### src/fpu_defines.svh
`ifndef FPU_DEFINES_SVH
`define FPU_DEFINES_SVH

// word and field widths of one single-precision float
`define FPU_DATA_W 32     // bus word and operand width
`define FPU_EXP_W  8      // biased exponent
`define FPU_MANT_W 23     // stored mantissa, hidden one not included

// wishbone word address width
`define FPU_ADR_W  3

// register word addresses
`define FPU_REG_A    3'd0 // operand a, rw
`define FPU_REG_B    3'd1 // operand b, rw
`define FPU_REG_CTRL 3'd2 // op code in [1:0], write starts
`define FPU_REG_STAT 3'd3 // [0] busy, [1] compare flag, ro
`define FPU_REG_RES  3'd4 // last add result, ro

`endif

### src/fpu_pkg.sv
`default_nettype none

`include "fpu_defines.svh"

package fpu_pkg;

    // ieee754 single layout with sign at the msb
    typedef struct packed {
        logic                   sign; // 1 = negative
        logic [`FPU_EXP_W-1:0]  exp;  // biased by 127
        logic [`FPU_MANT_W-1:0] mant; // fraction bits only
    } fp32_t;

    // alu control codes
    typedef enum logic [1:0] {
        op_add = 2'd0, // single add
        op_eq  = 2'd1, // bitwise equal
        op_lt  = 2'd2, // less than
        op_le  = 2'd3  // less or equal
    } fpu_op_e;

    // execution sequencer
    typedef enum logic [1:0] {
        st_idle  = 2'd0, // waiting for start
        st_align = 2'd1, // align/add result being registered
        st_norm  = 2'd2, // normalizer shifting
        st_done  = 2'd3  // raise done next cycle
    } exec_state_e;

endpackage

`default_nettype wire

### src/fp_op_if.sv
`default_nettype none

// operation channel between register block and execution unit
interface fp_op_if;

    fpu_pkg::fp32_t   a;      // operand a, held until done
    fpu_pkg::fp32_t   b;      // operand b, held until done
    fpu_pkg::fpu_op_e op;     // operation select
    logic             start;  // one-cycle pulse, only while !busy
    logic             busy;   // exec unit occupied
    logic             done;   // one-cycle pulse
    fpu_pkg::fp32_t   result; // add result, valid on done
    logic             flag;   // compare flag, valid on done

    modport regs (
        output a,
        output b,
        output op,
        output start,
        input  busy,
        input  done,
        input  result,
        input  flag
    );

    modport exec (
        input  a,
        input  b,
        input  op,
        input  start,
        output busy,
        output done,
        output result,
        output flag
    );

endinterface

`default_nettype wire

### src/fp_add_align.sv
`default_nettype none

`include "fpu_defines.svh"

module fp_add_align (
    input  logic                   clk,
    input  logic                   load,
    input  fpu_pkg::fp32_t         a,
    input  fpu_pkg::fp32_t         b,
    output logic                   sum_sign,
    output logic [`FPU_EXP_W-1:0]  sum_exp,
    output logic [`FPU_MANT_W+1:0] sum_mant,
    output logic                   sum_zero
);

    logic                   a_big;    // |a| >= |b|
    fpu_pkg::fp32_t         big;      // larger magnitude operand
    fpu_pkg::fp32_t         smaller;  // smaller magnitude operand
    logic [`FPU_EXP_W-1:0]  exp_diff; // never negative since big is larger
    logic [`FPU_MANT_W:0]   big_m;    // 1.mant of big
    logic [`FPU_MANT_W:0]   small_m;  // 1.mant of smaller, then aligned
    logic [`FPU_MANT_W+1:0] raw;      // carry + hidden + fraction

    // exponent-then-mantissa as one unsigned number gives magnitude order
    assign a_big = {a.exp, a.mant} >= {b.exp, b.mant};

    always_comb begin
        if (a_big) begin
            big     = a;
            smaller = b;
        end else begin
            big     = b;
            smaller = a;
        end
    end

    assign exp_diff = big.exp - smaller.exp;
    assign big_m    = {1'b1, big.mant};                  // hidden one back
    assign small_m  = {1'b1, smaller.mant} >> exp_diff;  // bits shifted out are lost

    // like signs add and unlike signs subtract small from big
    always_comb begin
        if (a.sign == b.sign)
            raw = {1'b0, big_m} + {1'b0, small_m};
        else
            raw = {1'b0, big_m} - {1'b0, small_m};     // no borrow since big >= small
    end

    // raw sum registered for the normalizer
    always_ff @(posedge clk) begin
        if (load) begin
            sum_sign <= big.sign;   // sign follows larger magnitude
            sum_exp  <= big.exp;    // normalizer adjusts from here
            sum_mant <= raw;
            sum_zero <= (raw == '0); // only on exact cancellation
        end
    end

endmodule

`default_nettype wire

### src/fp_compare.sv
`default_nettype none

module fp_compare (
    input  fpu_pkg::fp32_t   a,
    input  fpu_pkg::fp32_t   b,
    input  fpu_pkg::fpu_op_e op,
    output logic             flag
);

    logic eq;      // bitwise equal
    logic mag_lt;  // |a| < |b|
    logic mag_gt;  // |a| > |b|
    logic mag_eq;  // same exp and mant
    logic lt;
    logic le;

    assign eq     = (a == b);
    assign mag_lt = {a.exp, a.mant} < {b.exp, b.mant};  // exp first, then mant
    assign mag_gt = {a.exp, a.mant} > {b.exp, b.mant};
    assign mag_eq = ~mag_lt & ~mag_gt;

    always_comb begin
        if (a.sign != b.sign) begin
            lt = a.sign; // negative a is the smaller one
            le = a.sign;
        end else if (!a.sign) begin
            lt = mag_lt;            // both positive
            le = mag_lt | mag_eq;
        end else begin
            lt = mag_gt;            // both negative, order reversed
            le = mag_gt | mag_eq;
        end
    end

    always_comb begin
        case (op)
            fpu_pkg::op_eq: flag = eq;
            fpu_pkg::op_lt: flag = lt;
            fpu_pkg::op_le: flag = le;
            default:        flag = 1'b0; // add has no flag
        endcase
    end

endmodule

`default_nettype wire

### src/fp_normalize.sv
`default_nettype none

`include "fpu_defines.svh"

module fp_normalize (
    input  logic                   clk,
    input  logic                   rst_n,
    input  logic                   start,
    input  logic                   raw_sign,
    input  logic [`FPU_EXP_W-1:0]  raw_exp,
    input  logic [`FPU_MANT_W+1:0] raw_mant,
    input  logic                   raw_zero,
    output fpu_pkg::fp32_t         result,
    output logic                   ready
);

    logic                  busy_q;  // left-shift loop running
    logic                  sign_q;
    logic [`FPU_EXP_W-1:0] exp_q;
    logic [`FPU_MANT_W:0]  mant_q;  // hidden bit at msb

    always_ff @(posedge clk) begin
        if (!rst_n) begin
            busy_q <= 1'b0;
            ready  <= 1'b0;
        end else begin
            ready <= 1'b0; // pulse
            if (start) begin
                if (raw_zero || raw_mant[`FPU_MANT_W+1] || raw_mant[`FPU_MANT_W])
                    ready <= 1'b1;  // already in shape after one cycle
                else
                    busy_q <= 1'b1; // needs left shifts
            end else if (busy_q && mant_q[`FPU_MANT_W-1]) begin
                busy_q <= 1'b0; // hidden bit lands with this shift
                ready  <= 1'b1;
            end
        end
    end

    // sign, exponent and mantissa being normalized
    always_ff @(posedge clk) begin
        if (start) begin
            if (raw_zero) begin
                sign_q <= 1'b0; // cancellation gives +0
                exp_q  <= '0;
                mant_q <= '0;
            end else if (raw_mant[`FPU_MANT_W+1]) begin
                sign_q <= raw_sign;
                exp_q  <= raw_exp + 1'b1;                 // carry out
                mant_q <= raw_mant[`FPU_MANT_W+1:1];      // lsb truncated
            end else begin
                sign_q <= raw_sign;
                exp_q  <= raw_exp;
                mant_q <= raw_mant[`FPU_MANT_W:0];
            end
        end else if (busy_q) begin
            mant_q <= mant_q << 1; // one bit per cycle
            exp_q  <= exp_q - 1'b1;
        end
    end

    // hidden bit dropped on the way out
    assign result.sign = sign_q;
    assign result.exp  = exp_q;
    assign result.mant = mant_q[`FPU_MANT_W-1:0];

endmodule

`default_nettype wire

### src/fpu_exec.sv
`default_nettype none

`include "fpu_defines.svh"

module fpu_exec (
    input  logic  clk,
    input  logic  rst_n,
    fp_op_if.exec op
);

    fpu_pkg::exec_state_e state;

    logic                   load;       // capture into align stage
    logic                   norm_start; // kick normalizer
    logic                   norm_ready;
    logic                   cmp_flag;   // combinational compare out
    logic                   flag_q;
    logic                   done_q;
    logic                   sum_sign;
    logic [`FPU_EXP_W-1:0]  sum_exp;
    logic [`FPU_MANT_W+1:0] sum_mant;
    logic                   sum_zero;

    assign load = (state == fpu_pkg::st_idle) && op.start && (op.op == fpu_pkg::op_add);
    assign norm_start = (state == fpu_pkg::st_align); // align output valid now

    always_ff @(posedge clk) begin
        if (!rst_n) begin
            state  <= fpu_pkg::st_idle;
            flag_q <= 1'b0;
            done_q <= 1'b0;
        end else begin
            done_q <= 1'b0; // pulse
            case (state)
                fpu_pkg::st_idle: begin
                    if (op.start) begin
                        if (op.op == fpu_pkg::op_add) begin
                            state <= fpu_pkg::st_align;
                        end else begin
                            flag_q <= cmp_flag; // operands stable, sample now
                            state  <= fpu_pkg::st_done;
                        end
                    end
                end
                fpu_pkg::st_align: state <= fpu_pkg::st_norm;
                fpu_pkg::st_norm:  if (norm_ready) state <= fpu_pkg::st_done;
                fpu_pkg::st_done: begin
                    done_q <= 1'b1;
                    state  <= fpu_pkg::st_idle;
                end
                default: state <= fpu_pkg::st_idle;
            endcase
        end
    end

    fp_compare i_compare (
        .a    (op.a),
        .b    (op.b),
        .op   (op.op),
        .flag (cmp_flag)
    );

    fp_add_align i_align (
        .clk      (clk),
        .load     (load),
        .a        (op.a),
        .b        (op.b),
        .sum_sign (sum_sign),
        .sum_exp  (sum_exp),
        .sum_mant (sum_mant),
        .sum_zero (sum_zero)
    );

    // result held in normalizer registers until the next add
    fp_normalize i_norm (
        .clk      (clk),
        .rst_n    (rst_n),
        .start    (norm_start),
        .raw_sign (sum_sign),
        .raw_exp  (sum_exp),
        .raw_mant (sum_mant),
        .raw_zero (sum_zero),
        .result   (op.result),
        .ready    (norm_ready)
    );

    assign op.flag = flag_q;
    assign op.done = done_q;
    assign op.busy = (state != fpu_pkg::st_idle) | done_q; // covers the done cycle too

endmodule

`default_nettype wire

### src/fpu_top.sv
`default_nettype none

`include "fpu_defines.svh"

module fpu_top (
    input  logic                   clk,
    input  logic                   rst_n,
    input  logic                   wb_cyc,
    input  logic                   wb_stb,
    input  logic                   wb_we,
    input  logic [`FPU_ADR_W-1:0]  wb_adr,
    input  logic [`FPU_DATA_W-1:0] wb_dat_i,
    output logic [`FPU_DATA_W-1:0] wb_dat_o,
    output logic                   wb_ack
);

    fp_op_if i_op_if (); // regs <-> exec channel

    fpu_wb_regs i_regs (
        .clk      (clk),
        .rst_n    (rst_n),
        .wb_cyc   (wb_cyc),
        .wb_stb   (wb_stb),
        .wb_we    (wb_we),
        .wb_adr   (wb_adr),
        .wb_dat_i (wb_dat_i),
        .wb_dat_o (wb_dat_o),
        .wb_ack   (wb_ack),
        .op       (i_op_if.regs)
    );

    fpu_exec i_exec (
        .clk   (clk),
        .rst_n (rst_n),
        .op    (i_op_if.exec)
    );

endmodule

`default_nettype wire

### src/fpu_wb_regs.sv
`default_nettype none

`include "fpu_defines.svh"

module fpu_wb_regs (
    input  logic                   clk,
    input  logic                   rst_n,
    input  logic                   wb_cyc,
    input  logic                   wb_stb,
    input  logic                   wb_we,
    input  logic [`FPU_ADR_W-1:0]  wb_adr,
    input  logic [`FPU_DATA_W-1:0] wb_dat_i,
    output logic [`FPU_DATA_W-1:0] wb_dat_o,
    output logic                   wb_ack,
    fp_op_if.regs                  op
);

    logic                   req;     // new request, not yet acked
    logic                   wr;      // write strobe for this request
    logic                   idle;    // unit free to take a start
    logic [`FPU_DATA_W-1:0] rd_data; // read mux out

    fpu_pkg::fp32_t   a_q;     // operand registers
    fpu_pkg::fp32_t   b_q;
    fpu_pkg::fpu_op_e op_q;    // stored op code
    logic             start_q; // start pulse
    logic             busy_q;  // stat bit 0
    logic             flag_q;  // stat bit 1
    fpu_pkg::fp32_t   res_q;   // last add result

    assign req  = wb_cyc & wb_stb & ~wb_ack; // ack cycle itself is not a new request
    assign wr   = req & wb_we;
    assign idle = ~busy_q & ~op.busy;        // both sides agree unit is free

    // read mux, unmapped reads zero
    always_comb begin
        case (wb_adr)
            `FPU_REG_A:    rd_data = a_q;
            `FPU_REG_B:    rd_data = b_q;
            `FPU_REG_CTRL: rd_data = {{(`FPU_DATA_W-2){1'b0}}, op_q};
            `FPU_REG_STAT: rd_data = {{(`FPU_DATA_W-2){1'b0}}, flag_q, busy_q};
            `FPU_REG_RES:  rd_data = res_q;
            default:       rd_data = '0;
        endcase
    end

    // bus side, ack exactly one cycle after the request
    always_ff @(posedge clk) begin
        if (!rst_n) begin
            wb_ack   <= 1'b0;
            wb_dat_o <= '0;
        end else begin
            wb_ack <= req;
            if (req && !wb_we)
                wb_dat_o <= rd_data; // held through the ack cycle
        end
    end

    // register file and start/done handshake
    always_ff @(posedge clk) begin
        if (!rst_n) begin
            a_q     <= '0;
            b_q     <= '0;
            op_q    <= fpu_pkg::op_add;
            start_q <= 1'b0;
            busy_q  <= 1'b0;
            flag_q  <= 1'b0;
            res_q   <= '0;
        end else begin
            start_q <= 1'b0; // pulse only
            if (wr && idle) begin // operands frozen while an op runs
                case (wb_adr)
                    `FPU_REG_A: a_q <= wb_dat_i;
                    `FPU_REG_B: b_q <= wb_dat_i;
                    `FPU_REG_CTRL: begin
                        op_q    <= fpu_pkg::fpu_op_e'(wb_dat_i[1:0]);
                        start_q <= 1'b1;
                        busy_q  <= 1'b1; // visible on the very next stat read
                    end
                    default: ; // ro or unmapped
                endcase
            end
            if (op.done) begin
                busy_q <= 1'b0;
                if (op_q == fpu_pkg::op_add)
                    res_q <= op.result; // compares leave res alone
                else
                    flag_q <= op.flag;
            end
        end
    end

    assign op.a     = a_q;
    assign op.b     = b_q;
    assign op.op    = op_q;
    assign op.start = start_q;

endmodule

`default_nettype wire
### config.mk
export PLATFORM = sky130hd
export DESIGN_NAME = fpu_top
export DESIGN_NICKNAME = d
export VERILOG_FILES = /design/src/fpu_pkg.sv /design/src/fp_op_if.sv /design/src/fp_add_align.sv /design/src/fp_compare.sv /design/src/fp_normalize.sv /design/src/fpu_exec.sv /design/src/fpu_top.sv /design/src/fpu_wb_regs.sv
export VERILOG_INCLUDE_DIRS = /design/src /design/src/src
export SDC_FILE = /design/constraint.sdc
export NUM_CORES = 1
export LEC_CHECK = 0
export BUFFER_PORTS_ARGS = -buffer_cell sky130_fd_sc_hd__buf_2
export CAP_MARGIN = 5
export CORE_ASPECT_RATIO = 0.9
export CORE_MARGIN = 8
export CORE_UTILIZATION = 55
export CTS_BUF_LIST = sky130_fd_sc_hd__clkbuf_4 sky130_fd_sc_hd__clkbuf_8
export CTS_CLUSTER_SIZE = 30
export DETAILED_ROUTE_END_ITERATION = 6
export GPL_TIMING_DRIVEN = 0
export PLACE_DENSITY = 0.83
export SLEW_MARGIN = 20
export SYNTH_ARGS = -nofsm -noshare
export SYNTH_HDL_FRONTEND = slang
export SYNTH_SLANG_ARGS = --single-unit
### constraint.sdc
create_clock -name clk -period 8 [get_ports clk]
set_input_delay 0.8 -clock clk [delete_from_list [all_inputs] [get_ports clk]]
set_output_delay 0.8 -clock clk [all_outputs]
set_load 0.01 [all_outputs]
==> run summary <==
Mux cell area share after synthesis: 10.18%
Crit-path leading delay family: simple AND/OR/NAND/NOR gates
Syn_nets: 1822
Fillers: 2028
Crit end category: flop
Post-synthesis xor/xnor area fraction: 3.437%
Critical path buffers and inverters: 8
Fin. Hold Viols: 0
RSZ-0062 raised after global routing: yes
Global-route wire length before repair: 78770 µm
Layout Nets: 2004
Hold buffer count at cts: 0
Largest family of logic cells by synthesized area: compound AO/OA/AOI/OAI gates
Avg WL per Cell: 23.15 µm
Die Height: 170.2 µm
Hold Path Depth: 2
Mapped Area: 14520 µm²
Pleak: 6.730 nW
IO Pins: 73
Vias in the first global route: 13972
Worst Path Required: 8340 ps
Share of post-route cells with drive strength above 1: 24.86%
Worst skew pair latency: 530 ps
DIE AREA: 31870 µm²
Post-synth top flop: dfxtp_1
FF-to-FF path depth: 37
Final Cycle Share: 107.7%
Initial DRT Pass Iterations: 6
RePlAce Congestion: 1.035
Initial detailed-routing violation count: 1828
Reg2Reg Setup Slack: -620 ps
Slowest-stage cell, CP: or4b_4
Hold EP: i_regs.res_q[21]
Dpl cells: 2141
Compound-Gate Fraction of Synth Area: 23.66%
Ys async rst share: 0%
Maximum vdd ir drop: 0.0001204 V
Clock buffer depth: 3
Post-synthesis adder-cell area fraction: 5.393%
CTS tree: yes
Total CTS buffers: 35
Final Max Tran Viols: 0
Final min period: 8617 ps
Finished Layout Cells: 2275
IO Port Bufs: 70
Area Overhead vs Synth: 20.76%
Failing checks: negative setup slack
Antenna Nets Post-Route: 0
Cell Pwr Density: 195.0 nW/µm²
Slew headroom: 40.49%
Site row count: 56
Synthesized flop and latch total: 207
Reg area: 4947 µm²
Peak Freq: 116.0 MHz
Overflow after GRT: 0
Initial antenna violation count: 1
Sequential share of the synthesized area: 33.15%
Setup violators final: 1
Pre-CTS WS: -2041 ps
Overall Global Routing Usage: 31.20%
Yosys warning count: 0
Maxcap violations: 0
Hold Crit Start: i_regs.res_q[21]
Core Area: 25990 µm²
Worst r2r src: i_regs.op.b[2]
# clock sinks: 207
H-tree Lvls: 2
EDFF count, synth: 67
R2r endpoint: i_exec.i_align.sum_zero
ANT cells: 0
Die Wd: 187.3 µm
Setup Skew: 21.58 ps
Worst Path Class, Setup: reg2reg
Startpoint Class: flop
Simple-Gate Fraction of Synth Area: 19.74%
Reg clk slew, reported paths: 70 ps
Multi-input logic area: 9767 µm²
Cell mode on critical path: buf_4
Power consumption: 0.003421 W
DR vias/cell: 6.524
Data arrival time of the critical path: 8960 ps
DRC: 0
Actual slew at the worst max-slew pin: 880.2 ps
Critical path's largest stage delay: 560 ps
HP Class: reg2reg
Avg Inst Size Synth: 8.444 µm²
Hpwl dp: 38970 µm
Initial Utilization: 55.87%
Mapped Cells: 1720
Maximum fanout along the worst path: 10
Yosys cell types: 91
Total wire length: 52670 µm
Outcome: finished with violations
Clock Tree Root: clkbuf_8
Final WS setup: -617.3 ps
Largest net degree at the start of global routing: 32
DR vias: 14843
## tightest hold or removal path, delay by kind of cell, from the launching register on
kind             cells  cell delay, ps
flip-flops           1             310
AO/OA/AOI/OAI        1              60
AND/OR/NAND/NOR      1              50
## cells by family after synthesis
kind of cell / Yosys count
buf+inv: 167
fa+ha+maj: 62
xor+xnor: 57
simple gates: 604
flops: 207
mux: 134
compound gates: 489
## registers in the layout, summed over array words and instances (netlist names), 2 cells and up
| register | count |
|---|---|
| i_exec.i_norm.mant_q | 23 |
| i_exec.i_align.sum_exp | 8 |
| i_exec.i_align.sum_mant | 25 |
| i_exec.state | 2 |
| i_regs.op.op | 2 |
| i_regs.op.a | 32 |
| i_regs.res_q | 32 |
| i_regs.wb_dat_o | 32 |
| i_exec.i_norm.exp_q | 8 |
| i_regs.op.b | 32 |
## cells in the mapped netlist (9+ instances only)
library cell | count | share of area [%]
or2_2 | 9 | 0.39
a21o_1 | 16 | 0.83
nand2b_1 | 12 | 0.52
inv_1 | 54 | 1.4
nor3_1 | 27 | 0.93
a21oi_1 | 74 | 2.5
clkbuf_1 | 95 | 2.5
mux2i_1 | 87 | 6.0
o22ai_1 | 20 | 0.86
a31oi_1 | 11 | 0.47
a21boi_0 | 101 | 5.2
a22oi_1 | 34 | 1.8
o21ai_0 | 78 | 2.7
o211ai_1 | 23 | 1.2
and3_1 | 9 | 0.39
mux2_2 | 40 | 3.1
nor2b_1 | 46 | 2.0
xnor2_1 | 39 | 2.4
ha_1 | 61 | 5.3
and2_1 | 15 | 0.65
nand3_1 | 22 | 0.76
or4_1 | 9 | 0.47
buf_2 | 9 | 0.31
a211oi_1 | 19 | 0.98
dfxtp_1 | 140 | 19
nand4_1 | 26 | 1.1
xor2_1 | 18 | 1.1
edfxtp_1 | 67 | 14
o2bb2ai_1 | 26 | 1.6
nor2_1 | 76 | 2.0
nand2_1 | 315 | 8.1
## layer usage
| metal | wire length [µm] | GRT usage, % | vias to the layer above |
|---|---|---|---|
| met5 | 13 | 0 | - |
| met4 | 2847 | 15.25 | 2 |
| met3 | 5840 | 7.467 | 191 |
| met2 | 23270 | 50.24 | 938 |
| met1 | 20700 | 39.05 | 7079 |
| li1 | - | - | 6633 |
## how the worst max path moves through the flow
stage	from	endpoint	slack [ps]	depth (start not counted)
3_5_place_dp	i_regs.op.b[22]	i_exec.i_align.sum_zero	-2040	37
2_1_floorplan	i_regs.op.b[28]	i_exec.i_align.sum_zero	-60	43
5_1_grt	i_regs.op.b[16]	i_exec.i_align.sum_zero	-820	40
4_1_cts	i_regs.op.b[13]	i_exec.i_align.sum_zero	-750	44
6_report	i_regs.op.b[2]	i_exec.i_align.sum_zero	-620	37
3_3_place_gp	i_regs.op.b[16]	i_exec.i_align.sum_zero	-1990	37
## area by class of cell
class                      count  share of cell area [%]
buffer                       107                   2.796
clock buffer                  53                   3.588
clock inverter                 9                  0.5636
inverter                      55                   1.191
multi-input combinational   1346                   55.69
sequential                   207                   28.21
tap                          348                   2.483
timing repair buffer         150                   5.486
## layout by cell type, fill, tap and decap left out, drive strengths merged, types with 6 or more instances in the layout
| cell | count |
|---|---|
| a21boi | 101 |
| nand2b | 12 |
| xnor2 | 39 |
| inv | 56 |
| nor4 | 10 |
| nor3 | 27 |
| mux2i | 87 |
| mux4 | 7 |
| and2 | 15 |
| edfxtp | 67 |
| xor2 | 18 |
| a21o | 16 |
| o22ai | 20 |
| clkbuf | 144 |
| or4 | 10 |
| o21a | 7 |
| ha | 61 |
| a22oi | 35 |
| o211ai | 23 |
| a21oi | 77 |
| buf | 166 |
| and3 | 10 |
| a31oi | 11 |
| nor2b | 46 |
| nand3 | 22 |
| nor2 | 77 |
| mux2 | 40 |
| dfxtp | 140 |
| nand2 | 315 |
| nand4 | 29 |
| or2 | 9 |
| o21ai | 81 |
| o2bb2ai | 26 |
| o221a | 6 |
| a211oi | 19 |
## per-stage QoR
step / hold slack [ps] / cell area (µm²) / utilization [%] / setup TNS [ps]
after CTS: 466.6 / 17230 / 66.27 / -749.6
after global routing: 480.0 / 17540 / 67.47 / -822.0
after detailed placement: 458.3 / 15520 / 59.69 / -4703
after floorplan: 443.6 / 14700 / - / -56.20
final: 466.5 / 17540 / 67.47 / -617.3
after global placement: 453.0 / 15480 / 59.56 / -4214
## power by group
part / leakage [nW] / internal [W] / switching (W)
Combinational: 4.58 / 0.000468 / 0.000745
Sequential: 1.77 / 0.00116 / 0.0000354
Clock: 0.384 / 0.000569 / 0.000445
Total: 6.73 / 0.00220 / 0.00123
## repair_timing
| action | CTS | global route |
|---|---|---|
| gates resized for setup | 162 | 58 |
| cloned | 0 | 0 |
| endpoints found under the setup margin | 7 | 2 |
| pin swaps | 65 | 52 |
| setup buffers | 62 | 15 |
No activity file was read; power rests on OpenSTA's default activity.
